<file path="src/rtl/rv_defs.svh">
`ifndef RV_DEFS_SVH
`define RV_DEFS_SVH

// Widths
`define XLEN        32
`define REG_ADDR_W  5
`define TAG_W       3

// Major opcodes, instruction bits 6:0
`define OPC_LUI       7'b0110111
`define OPC_AUIPC     7'b0010111
`define OPC_JAL       7'b1101111
`define OPC_JALR      7'b1100111
`define OPC_BRANCH    7'b1100011
`define OPC_LOAD      7'b0000011
`define OPC_STORE     7'b0100011
`define OPC_OP_IMM    7'b0010011
`define OPC_OP        7'b0110011
`define OPC_MISC_MEM  7'b0001111

// funct3 for the ALU and shift operations
`define F3_ADD_SUB  3'b000
`define F3_SLL      3'b001
`define F3_SLT      3'b010
`define F3_SLTU     3'b011
`define F3_XOR      3'b100
`define F3_SR       3'b101
`define F3_OR       3'b110
`define F3_AND      3'b111

// funct3 for jumps, branches, loads, stores and fences
`define F3_JALR     3'b000
`define F3_BEQ      3'b000
`define F3_BNE      3'b001
`define F3_BLT      3'b100
`define F3_BGE      3'b101
`define F3_BLTU     3'b110
`define F3_BGEU     3'b111
`define F3_LB       3'b000
`define F3_LH       3'b001
`define F3_LW       3'b010
`define F3_LBU      3'b100
`define F3_LHU      3'b101
`define F3_SB       3'b000
`define F3_SH       3'b001
`define F3_SW       3'b010
`define F3_FENCE    3'b000

// funct7
`define F7_BASE     7'b0000000
`define F7_ALT      7'b0100000

`define NOP_WORD    32'h00000013

`endif

</file>
<file path="src/rtl/rv_pkg.sv">
`include "rv_defs.svh"

package rv_pkg;

    typedef logic [`XLEN-1:0]       word_t;
    typedef logic [`REG_ADDR_W-1:0] reg_addr_t;
    typedef logic [`TAG_W-1:0]      tag_t;

    typedef enum logic [2:0] {
        ALU         = 3'b000,
        SHIFT_UNIT  = 3'b001,     // Barrel shifter
        BRANCH_UNIT = 3'b010,
        MEMORY_UNIT = 3'b011,
        NONE        = 3'b111
    } unit_e;

    // Upper three bits select the execution unit
    typedef enum logic [5:0] {
        ADD     = 6'b000_000,
        SUB     = 6'b000_001,
        SLT     = 6'b000_010,
        SLTU    = 6'b000_011,
        XOR     = 6'b000_100,
        OR      = 6'b000_101,
        AND     = 6'b000_110,
        LUI     = 6'b000_111,
        SLL     = 6'b001_000,
        SRL     = 6'b001_001,
        SRA     = 6'b001_010,
        JAL     = 6'b010_000,
        JALR    = 6'b010_001,
        BEQ     = 6'b010_010,
        BNE     = 6'b010_011,
        BLT     = 6'b010_100,
        BGE     = 6'b010_101,
        BLTU    = 6'b010_110,
        BGEU    = 6'b010_111,
        LB      = 6'b011_000,
        LH      = 6'b011_001,
        LW      = 6'b011_010,
        LBU     = 6'b011_011,
        LHU     = 6'b011_100,
        SB      = 6'b011_101,
        SH      = 6'b011_110,
        SW      = 6'b011_111,
        NOP     = 6'b111_000,
        INVALID = 6'b111_111
    } op_e;

    typedef enum logic [2:0] {
        R_TYPE = 3'd0,
        I_TYPE = 3'd1,
        S_TYPE = 3'd2,
        B_TYPE = 3'd3,
        U_TYPE = 3'd4,
        J_TYPE = 3'd5
    } format_e;

endpackage

</file>
<file path="src/rtl/decode_if.sv">
`timescale 1ns/100ps

interface decode_if;

    rv_pkg::word_t     instr;       // Word under decode
    rv_pkg::op_e       op;
    rv_pkg::format_e   fmt;
    rv_pkg::reg_addr_t rs1;
    rv_pkg::reg_addr_t rs2;
    rv_pkg::reg_addr_t rd;
    logic              is_store;
    logic              is_mem;      // Op goes to the memory unit

    modport producer (
        output instr, op, fmt, rs1, rs2, rd, is_store, is_mem
    );
    modport imm_view   (input instr, fmt);
    modport lock_view  (input rs1, rs2, rd, is_store, is_mem);
    modport issue_view (input op, fmt);

endinterface

</file>
<file path="src/rtl/decode_stage.sv">
`timescale 1ns/100ps

module decode_stage (
    input  logic              clk,
    input  logic              reset,
    input  logic              stall_i,
    input  rv_pkg::word_t     instruction_i,
    input  rv_pkg::word_t     pc_i,
    input  rv_pkg::tag_t      tag_i,
    input  rv_pkg::word_t     rs1_data_i,     // Register file read data
    input  rv_pkg::word_t     rs2_data_i,
    output rv_pkg::reg_addr_t rs1_o,          // Register file read addresses
    output rv_pkg::reg_addr_t rs2_o,
    output rv_pkg::reg_addr_t rd_o,
    output rv_pkg::word_t     operand1_o,
    output rv_pkg::word_t     operand2_o,
    output rv_pkg::word_t     operand3_o,
    output rv_pkg::word_t     pc_o,
    output rv_pkg::tag_t      tag_o,
    output rv_pkg::op_e       op_o,
    output logic              hazard_o,
    output logic              exception_o
);
    import rv_pkg::*;

    word_t cur_instr;
    word_t imm;
    logic  hazard;

    decode_if dec_bus ();

    instr_classifier i_instr_classifier (
        .cur_instr_i (cur_instr),
        .dec         (dec_bus.producer)
    );

    imm_gen i_imm_gen (
        .dec   (dec_bus.imm_view),
        .imm_o (imm)
    );

    reg_lock_queue i_reg_lock_queue (
        .clk      (clk),
        .reset    (reset),
        .stall_i  (stall_i),
        .dec      (dec_bus.lock_view),
        .hazard_o (hazard),
        .rd_o     (rd_o)
    );

    operand_issue i_operand_issue (
        .clk           (clk),
        .reset         (reset),
        .stall_i       (stall_i),
        .hazard_i      (hazard),
        .instruction_i (instruction_i),
        .pc_i          (pc_i),
        .tag_i         (tag_i),
        .rs1_data_i    (rs1_data_i),
        .rs2_data_i    (rs2_data_i),
        .imm_i         (imm),
        .dec           (dec_bus.issue_view),
        .cur_instr_o   (cur_instr),
        .operand1_o    (operand1_o),
        .operand2_o    (operand2_o),
        .operand3_o    (operand3_o),
        .pc_o          (pc_o),
        .tag_o         (tag_o),
        .op_o          (op_o),
        .exception_o   (exception_o)
    );

    assign rs1_o    = dec_bus.rs1;      // Same cycle as the word
    assign rs2_o    = dec_bus.rs2;
    assign hazard_o = hazard;

endmodule

</file>
<file path="src/rtl/imm_gen.sv">
`timescale 1ns/100ps

module imm_gen (
    decode_if.imm_view    dec,
    output rv_pkg::word_t imm_o
);
    import rv_pkg::*;

    word_t ins;

    assign ins = dec.instr;

    always_comb begin
        case (dec.fmt)
            I_TYPE: begin
                imm_o = {{20{ins[31]}}, ins[31:20]};
            end
            S_TYPE: begin
                imm_o = {{20{ins[31]}}, ins[31:25], ins[11:7]};
            end
            B_TYPE: begin
                imm_o = {{19{ins[31]}}, ins[31], ins[7], ins[30:25],
                         ins[11:8], 1'b0};                  // Halfword offset
            end
            U_TYPE: begin
                imm_o = {ins[31:12], 12'b0};
            end
            J_TYPE: begin
                imm_o = {{11{ins[31]}}, ins[31], ins[19:12], ins[20],
                         ins[30:21], 1'b0};
            end
            default: begin
                imm_o = '0;                                 // R_TYPE has none
            end
        endcase
    end

endmodule

</file>
<file path="src/rtl/instr_classifier.sv">
`timescale 1ns/100ps
`include "rv_defs.svh"

module instr_classifier (
    input  rv_pkg::word_t cur_instr_i,      // Fresh or replayed word
    decode_if.producer    dec
);
    import rv_pkg::*;

    logic [6:0] opcode;
    logic [2:0] funct3;
    logic [6:0] funct7;
    op_e        op;
    format_e    fmt;

    assign opcode = cur_instr_i[6:0];
    assign funct3 = cur_instr_i[14:12];
    assign funct7 = cur_instr_i[31:25];

    ////////////////////////////////////////////////////////////
    // Operation
    ////////////////////////////////////////////////////////////

    always_comb begin
        op = INVALID;
        if (cur_instr_i == `NOP_WORD) begin
            op = NOP;                                       // Caught before ADDI
        end else begin
            case (opcode)
                `OPC_LUI:      op = LUI;
                `OPC_AUIPC:    op = ADD;                    // PC plus upper immediate
                `OPC_JAL:      op = JAL;
                `OPC_JALR:     op = (funct3 == `F3_JALR) ? JALR : INVALID;
                `OPC_MISC_MEM: op = (funct3 == `F3_FENCE) ? NOP : INVALID;
                `OPC_BRANCH: begin
                    case (funct3)
                        `F3_BEQ:  op = BEQ;
                        `F3_BNE:  op = BNE;
                        `F3_BLT:  op = BLT;
                        `F3_BGE:  op = BGE;
                        `F3_BLTU: op = BLTU;
                        `F3_BGEU: op = BGEU;
                        default:  op = INVALID;
                    endcase
                end
                `OPC_LOAD: begin
                    case (funct3)
                        `F3_LB:  op = LB;
                        `F3_LH:  op = LH;
                        `F3_LW:  op = LW;
                        `F3_LBU: op = LBU;
                        `F3_LHU: op = LHU;
                        default: op = INVALID;
                    endcase
                end
                `OPC_STORE: begin
                    case (funct3)
                        `F3_SB:  op = SB;
                        `F3_SH:  op = SH;
                        `F3_SW:  op = SW;
                        default: op = INVALID;
                    endcase
                end
                `OPC_OP_IMM: begin
                    case (funct3)
                        `F3_ADD_SUB: op = ADD;
                        `F3_SLT:     op = SLT;
                        `F3_SLTU:    op = SLTU;
                        `F3_XOR:     op = XOR;
                        `F3_OR:      op = OR;
                        `F3_AND:     op = AND;
                        `F3_SLL:     op = (funct7 == `F7_BASE) ? SLL : INVALID;
                        `F3_SR:      op = (funct7 == `F7_BASE) ? SRL :
                                          (funct7 == `F7_ALT)  ? SRA : INVALID;
                    endcase
                end
                `OPC_OP: begin
                    if (funct7 == `F7_BASE) begin
                        case (funct3)
                            `F3_ADD_SUB: op = ADD;
                            `F3_SLL:     op = SLL;
                            `F3_SLT:     op = SLT;
                            `F3_SLTU:    op = SLTU;
                            `F3_XOR:     op = XOR;
                            `F3_SR:      op = SRL;
                            `F3_OR:      op = OR;
                            `F3_AND:     op = AND;
                        endcase
                    end else if (funct7 == `F7_ALT) begin
                        case (funct3)
                            `F3_ADD_SUB: op = SUB;
                            `F3_SR:      op = SRA;
                            default:     op = INVALID;
                        endcase
                    end
                end
                default: op = INVALID;                      // System space and garbage
            endcase
        end
    end

    ////////////////////////////////////////////////////////////
    // Format, by opcode only
    ////////////////////////////////////////////////////////////

    always_comb begin
        case (opcode)
            `OPC_OP_IMM, `OPC_JALR, `OPC_LOAD: fmt = I_TYPE;
            `OPC_STORE:                        fmt = S_TYPE;
            `OPC_BRANCH:                       fmt = B_TYPE;
            `OPC_LUI, `OPC_AUIPC:              fmt = U_TYPE;
            `OPC_JAL:                          fmt = J_TYPE;
            default:                           fmt = R_TYPE;
        endcase
    end

    assign dec.instr    = cur_instr_i;
    assign dec.op       = op;
    assign dec.fmt      = fmt;
    assign dec.rs1      = cur_instr_i[19:15];
    assign dec.rs2      = cur_instr_i[24:20];
    assign dec.rd       = cur_instr_i[11:7];
    assign dec.is_store = (op == SB) || (op == SH) || (op == SW);
    assign dec.is_mem   = (unit_e'(op[5:3]) == MEMORY_UNIT);

endmodule

</file>
<file path="src/rtl/operand_issue.sv">
`timescale 1ns/100ps

module operand_issue (
    input  logic          clk,
    input  logic          reset,
    input  logic          stall_i,
    input  logic          hazard_i,
    input  rv_pkg::word_t instruction_i,
    input  rv_pkg::word_t pc_i,
    input  rv_pkg::tag_t  tag_i,
    input  rv_pkg::word_t rs1_data_i,
    input  rv_pkg::word_t rs2_data_i,
    input  rv_pkg::word_t imm_i,
    decode_if.issue_view  dec,
    output rv_pkg::word_t cur_instr_o,
    output rv_pkg::word_t operand1_o,
    output rv_pkg::word_t operand2_o,
    output rv_pkg::word_t operand3_o,
    output rv_pkg::word_t pc_o,
    output rv_pkg::tag_t  tag_o,
    output rv_pkg::op_e   op_o,
    output logic          exception_o
);
    import rv_pkg::*;

    word_t last_instr;
    logic  last_hazard;
    word_t operand1;
    word_t operand2;
    word_t operand3;

    ////////////////////////////////////////////////////////////
    // Replay of the word that hit a hazard
    ////////////////////////////////////////////////////////////

    always_ff @(posedge clk) begin
        last_instr <= cur_instr_o;      // Captures every cycle, stall or not
    end

    always_ff @(posedge clk) begin
        if (reset) begin
            last_hazard <= 1'b0;
        end else begin
            last_hazard <= hazard_i;
        end
    end

    assign cur_instr_o = last_hazard ? last_instr : instruction_i;

    // Operand selection by format
    assign operand1 = (dec.fmt == U_TYPE || dec.fmt == J_TYPE) ? pc_i : rs1_data_i;
    assign operand2 = (dec.fmt == R_TYPE || dec.fmt == B_TYPE) ? rs2_data_i : imm_i;
    assign operand3 = (dec.fmt == S_TYPE) ? rs2_data_i : imm_i;     // Store data

    ////////////////////////////////////////////////////////////
    // Output register
    ////////////////////////////////////////////////////////////

    always_ff @(posedge clk) begin
        if (reset) begin
            operand1_o  <= '0;
            operand2_o  <= '0;
            operand3_o  <= '0;
            pc_o        <= '0;
            tag_o       <= '0;
            op_o        <= NOP;
            exception_o <= 1'b0;
        end else if (stall_i) begin
            operand1_o  <= operand1_o;                      // Hold for downstream
            operand2_o  <= operand2_o;
            operand3_o  <= operand3_o;
            pc_o        <= pc_o;
            tag_o       <= tag_o;
            op_o        <= op_o;
            exception_o <= exception_o;
        end else if (hazard_i) begin
            operand1_o  <= '0;                              // Bubble
            operand2_o  <= '0;
            operand3_o  <= '0;
            pc_o        <= '0;
            tag_o       <= tag_i;
            op_o        <= NOP;
            exception_o <= 1'b0;
        end else begin
            operand1_o  <= operand1;
            operand2_o  <= operand2;
            operand3_o  <= operand3;
            pc_o        <= pc_i;
            tag_o       <= tag_i;
            op_o        <= dec.op;
            exception_o <= (dec.op == INVALID);
        end
    end

endmodule

</file>
<file path="src/rtl/reg_lock_queue.sv">
`timescale 1ns/100ps

module reg_lock_queue (
    input  logic              clk,
    input  logic              reset,
    input  logic              stall_i,
    decode_if.lock_view       dec,
    output logic              hazard_o,
    output rv_pkg::reg_addr_t rd_o
);
    import rv_pkg::*;

    reg_addr_t lock_reg [2];        // Pending destinations, 0 is youngest
    logic      lock_store [2];      // Pending stores
    logic      mem_block;
    logic      rs1_block;
    logic      rs2_block;

    ////////////////////////////////////////////////////////////
    // Hazard detection
    ////////////////////////////////////////////////////////////

    // Memory ops wait until no store is in flight
    assign mem_block = (lock_store[0] || lock_store[1]) && dec.is_mem;
    assign rs1_block = (dec.rs1 != '0) && (dec.rs1 == lock_reg[0]);
    assign rs2_block = (dec.rs2 != '0) && (dec.rs2 == lock_reg[0]);   // Any format
    assign hazard_o  = mem_block || rs1_block || rs2_block;

    ////////////////////////////////////////////////////////////
    // Queue shift
    ////////////////////////////////////////////////////////////

    always_ff @(posedge clk) begin
        if (reset) begin
            lock_reg[0]   <= '0;
            lock_reg[1]   <= '0;
            lock_store[0] <= 1'b0;
            lock_store[1] <= 1'b0;
        end else if (!stall_i) begin
            lock_reg[1]   <= lock_reg[0];
            lock_store[1] <= lock_store[0];
            if (hazard_o) begin
                lock_reg[0]   <= '0;                        // Bubble locks nothing
                lock_store[0] <= 1'b0;
            end else begin
                lock_reg[0]   <= dec.rd;
                lock_store[0] <= dec.is_store;
            end
        end
    end

    assign rd_o = lock_reg[1];      // Write-back target, two issues back

endmodule

</file>
<file path="config.mk">
export PLATFORM = sky130hd
export DESIGN_NAME = decode_stage
export DESIGN_NICKNAME = d
export VERILOG_FILES = /design/src/rtl/rv_pkg.sv /design/src/rtl/decode_if.sv /design/src/rtl/decode_stage.sv /design/src/rtl/imm_gen.sv /design/src/rtl/instr_classifier.sv /design/src/rtl/operand_issue.sv /design/src/rtl/reg_lock_queue.sv
export VERILOG_INCLUDE_DIRS = /design/src /design/src/rtl
export SDC_FILE = /design/constraint.sdc
export NUM_CORES = 1
export LEC_CHECK = 0
export BUFFER_PORTS_ARGS = -buffer_cell sky130_fd_sc_hd__buf_2
export CORE_MARGIN = 2
export CORE_UTILIZATION = 35
export CTS_CLUSTER_DIAMETER = 200
export CTS_CLUSTER_SIZE = 25
export DETAILED_ROUTE_END_ITERATION = 16
export PLACE_DENSITY = 0.72
export SETUP_SLACK_MARGIN = 0.05
export SLEW_MARGIN = 40
export SYNTH_ARGS = -nofsm -noshare
export SYNTH_HDL_FRONTEND = slang
export SYNTH_SLANG_ARGS = --single-unit
</file>
<file path="constraint.sdc">
create_clock -name clk -period 3.8 [get_ports clk]
set_clock_uncertainty 0.2 [all_clocks]
set_input_delay 0.38 -clock clk [delete_from_list [all_inputs] [get_ports clk]]
set_output_delay 0.38 -clock clk [all_outputs]
set_load 0.01 [all_outputs]
</file>
==> flow_summary.toml <==
[synth]
synth_fp_nets = 1035
ys_ff_latch = 183
synth_area_leader_cell = "dfxtp_1"
dominantRegCellSynth = "dfxtp_1"
yosys_warnings = 0
ys_seq_area_share_pct = 45.1
synth_top_area_share_pct = 40.8
synth.avg_cell_area_um2 = 9.36
synth_cells = 896
synthTopCellsByArea = "dfxtp_1 41%, mux2i_1 12%, o21ai_1 5.7%"
ys_types = 71
synth-edff-count = 12
netlist_area_mm2 = 0.00839
synth-async-reset-ratio_pct = 0

[clocking]
h-tree-depth = 4
clkTransAtPathRegs_ps = 70
cts.sink_count = 183
clk_path_buf_depth = 2
numCtsBuffers = 17
clockRootBuffer = "clkbuf_16"
cts_tree = "built"
clk_latency_ps = 440

[critical_path]
cp.arrival_ps = 3050
crit_start = "i_operand_issue.last_hazard$_SDFF_PP0_"
r2r_cells = 12
setup.worst_path.start_class = "flop"
cp.required_ps = 3220
crit_end = "hazard_o"
path_class = "flop to output pin"
cp-end-kind = "output pin"
timing.rr.start = "i_operand_issue.last_hazard$_SDFF_PP0_"
r2r_slack_ps = 410
timing.rr.end = "i_reg_lock_queue.lock_store[0]$_SDFFCE_PN0P_"
critPathMaxFanout = 35

[cells_and_area]
mostFrequentLayoutCells = "287 x buf_2, 170 x dfxtp_1, 126 x nand2_1"
final_common_cell = "buf_2"
diodes = 0
area_growth_pct = 34.3
drive_gt1_share_pct = 31.7
fin_nets = 1346
n_fill_cell = 2226

[grt]
antenna_found_initial = 2
groute.usage.overall_pct = 22.6
grt_pass1_vias = 7747
grt_max_degree = 133
grt_overflow = 0
grt_pass1_wl_um = 45200

[routing]
wl_met1_um = 13000
wl_um = 29300
firstDrtPassIters = 11
highest_layer = "met5"
wire_per_inst_um = 19.0
wl_met3_um = 1940
drtIter0Drc = 741
ant_nets = 0
drc = 0
vias_per_cell = 5.29
via_count = 8147
dr_wl_met2_um = 13500

[floorplan]
die_area_mm2 = 0.0252
core_region_area_mm2 = 0.0235
start_util_pct = 35.7
die_w_um = 159
rows = 56
pin_count = 288
die_height_um = 159

[sta]
fin_setup_tns_ps = 0
holdWs_ps = 13.2
relSlewSlack_pct = 52.6
fmax_mhz = 275
min_period_ps = 3630
rsz0062_at_grt = "false"
slew_viol_final = 0
post-route-period-util_pct = 95.6
worst_pin_slew_ps = 708
setup_viol = 0
hold_viol = 0

[status]
outcome = "complete, no violations"

[placement]
gp_congestion = 0.942
dp_hpwl_um = 21000
port-buffer-count = 287

[power]
static-leakage-power_uw = 0.00548
powerDensity_mw_per_mm2 = 418
vdd_drop_max_uv = 247

[hold_path]
worstHoldPathType = "input pin to flop"

[flow_run]
cap_violations = 0
[worst max-delay path, stage by stage (launching register included)]
cell      delay, ps
dfxtp_4         440
buf_12          210
or3b_1          500
a222oi_1        390
buf_4           180
a21o_1          110
nand2_1         100
and2_1          260
a31o_2          280
buf_2           140
[per-layer routing]
metal | global-route usage [%] | vias to the layer above
li1 | - | 3902
met3 | 5.64 | 48
met5 | 0 | -
met2 | 35.9 | 320
met1 | 29.9 | 3875
met4 | 7.59 | 2
[metrics by stage]
step | setup WS, ps | utilization (%) | total power, uW | std cells | instance area, um2
floorplan | 125 | - | 2550 | 896 | 8390
global placement | 224 | 43.5 | 2860 | 1466 | 10200
detailed placement | 353 | 43.6 | 2870 | 1466 | 10200
CTS | 83.0 | 47.7 | 4720 | 1536 | 11200
global route | 82.4 | 48.0 | 4900 | 1539 | 11300
finish | 165 | 48.0 | 4710 | 1539 | 11300
[final cells by class]
| class | count | area (um2) | share of cell area, % |
|---|---|---|---|
| Inverter | 29 | 109 | 0.966 |
| Clock inverter | 13 | 156 | 1.39 |
| Multi-Input combinational cell | 613 | 4190 | 37.2 |
| Sequential cell | 183 | 3790 | 33.6 |
| Clock buffer | 19 | 433 | 3.84 |
| Timing Repair Buffer | 363 | 2190 | 19.4 |
| Tap cell | 319 | 399 | 3.54 |
[cell usage after synthesis, types with 4 or more instances]
master    instances
o21ai_1          95
nor4_1            8
a22oi_1           4
o22ai_1           4
dfxtp_1         171
a21oi_1          22
ha_1              5
xnor2_1           8
nand2_1         126
nand3_1           8
nand3b_1          5
nor3_1           11
buf_2            16
o21ai_0          17
mux2_2           11
buf_4            11
nand4_1           4
inv_1            28
nand4b_1          4
buf_6             9
or4_1             6
edfxtp_1         12
nor2b_1           4
nor2_1           26
nand2b_1          5
o31ai_1           6
clkbuf_1         33
mux2i_1         103
a31oi_1           6
a21o_1            4
and2_1            8
a221oi_1          9
a222oi_1          5
a22o_1           44
[power by group]
part	switching (uW)	internal (uW)	total (uW)
combinational	416	324	739
clock	846	993	1840
sequential	72.3	2060	2130
total	1330	3380	4710
[worst min path at each step]
stage / start / endpoint / slack, ps / cells past startpoint
2_1_floorplan: reset / i_operand_issue.last_hazard$_SDFF_PP0_ / 250 / 1
3_3_place_gp: i_operand_issue.operand2_o[6]$_SDFFE_PP0N_ / i_operand_issue.operand2_o[6]$_SDFFE_PP0N_ / 230 / 2
3_5_place_dp: i_operand_issue.operand1_o[2]$_SDFFE_PP0N_ / i_operand_issue.operand1_o[2]$_SDFFE_PP0N_ / 240 / 2
4_1_cts: rs1_data_i[24] / i_operand_issue.operand1_o[24]$_SDFFE_PP0N_ / 0.8 / 3
5_1_grt: rs1_data_i[3] / i_operand_issue.operand1_o[3]$_SDFFE_PP0N_ / 10 / 3
6_report: pc_i[11] / i_operand_issue.pc_o[11]$_SDFFE_PP0N_ / 10 / 2
[logic make-up after synthesis]
logic type      share of synthesized area [%]
buf+inv                                  6.01
xor+xnor                                0.835
flops                                    45.1
mux                                      13.9
compound gates                           19.9
fa+ha+maj                               0.746
simple gates                             13.5
[repair_timing]
action                     4_1_cts  5_1_grt
hold buffers                    36        0
hold endpoints to repair        36        0
cloned                           0        1
gates resized for setup          2        5
pin swaps                        2        2
setup endpoints to repair        1        1
setup buffers                    2        2
Note: power is estimated with default switching activity, not from simulation.
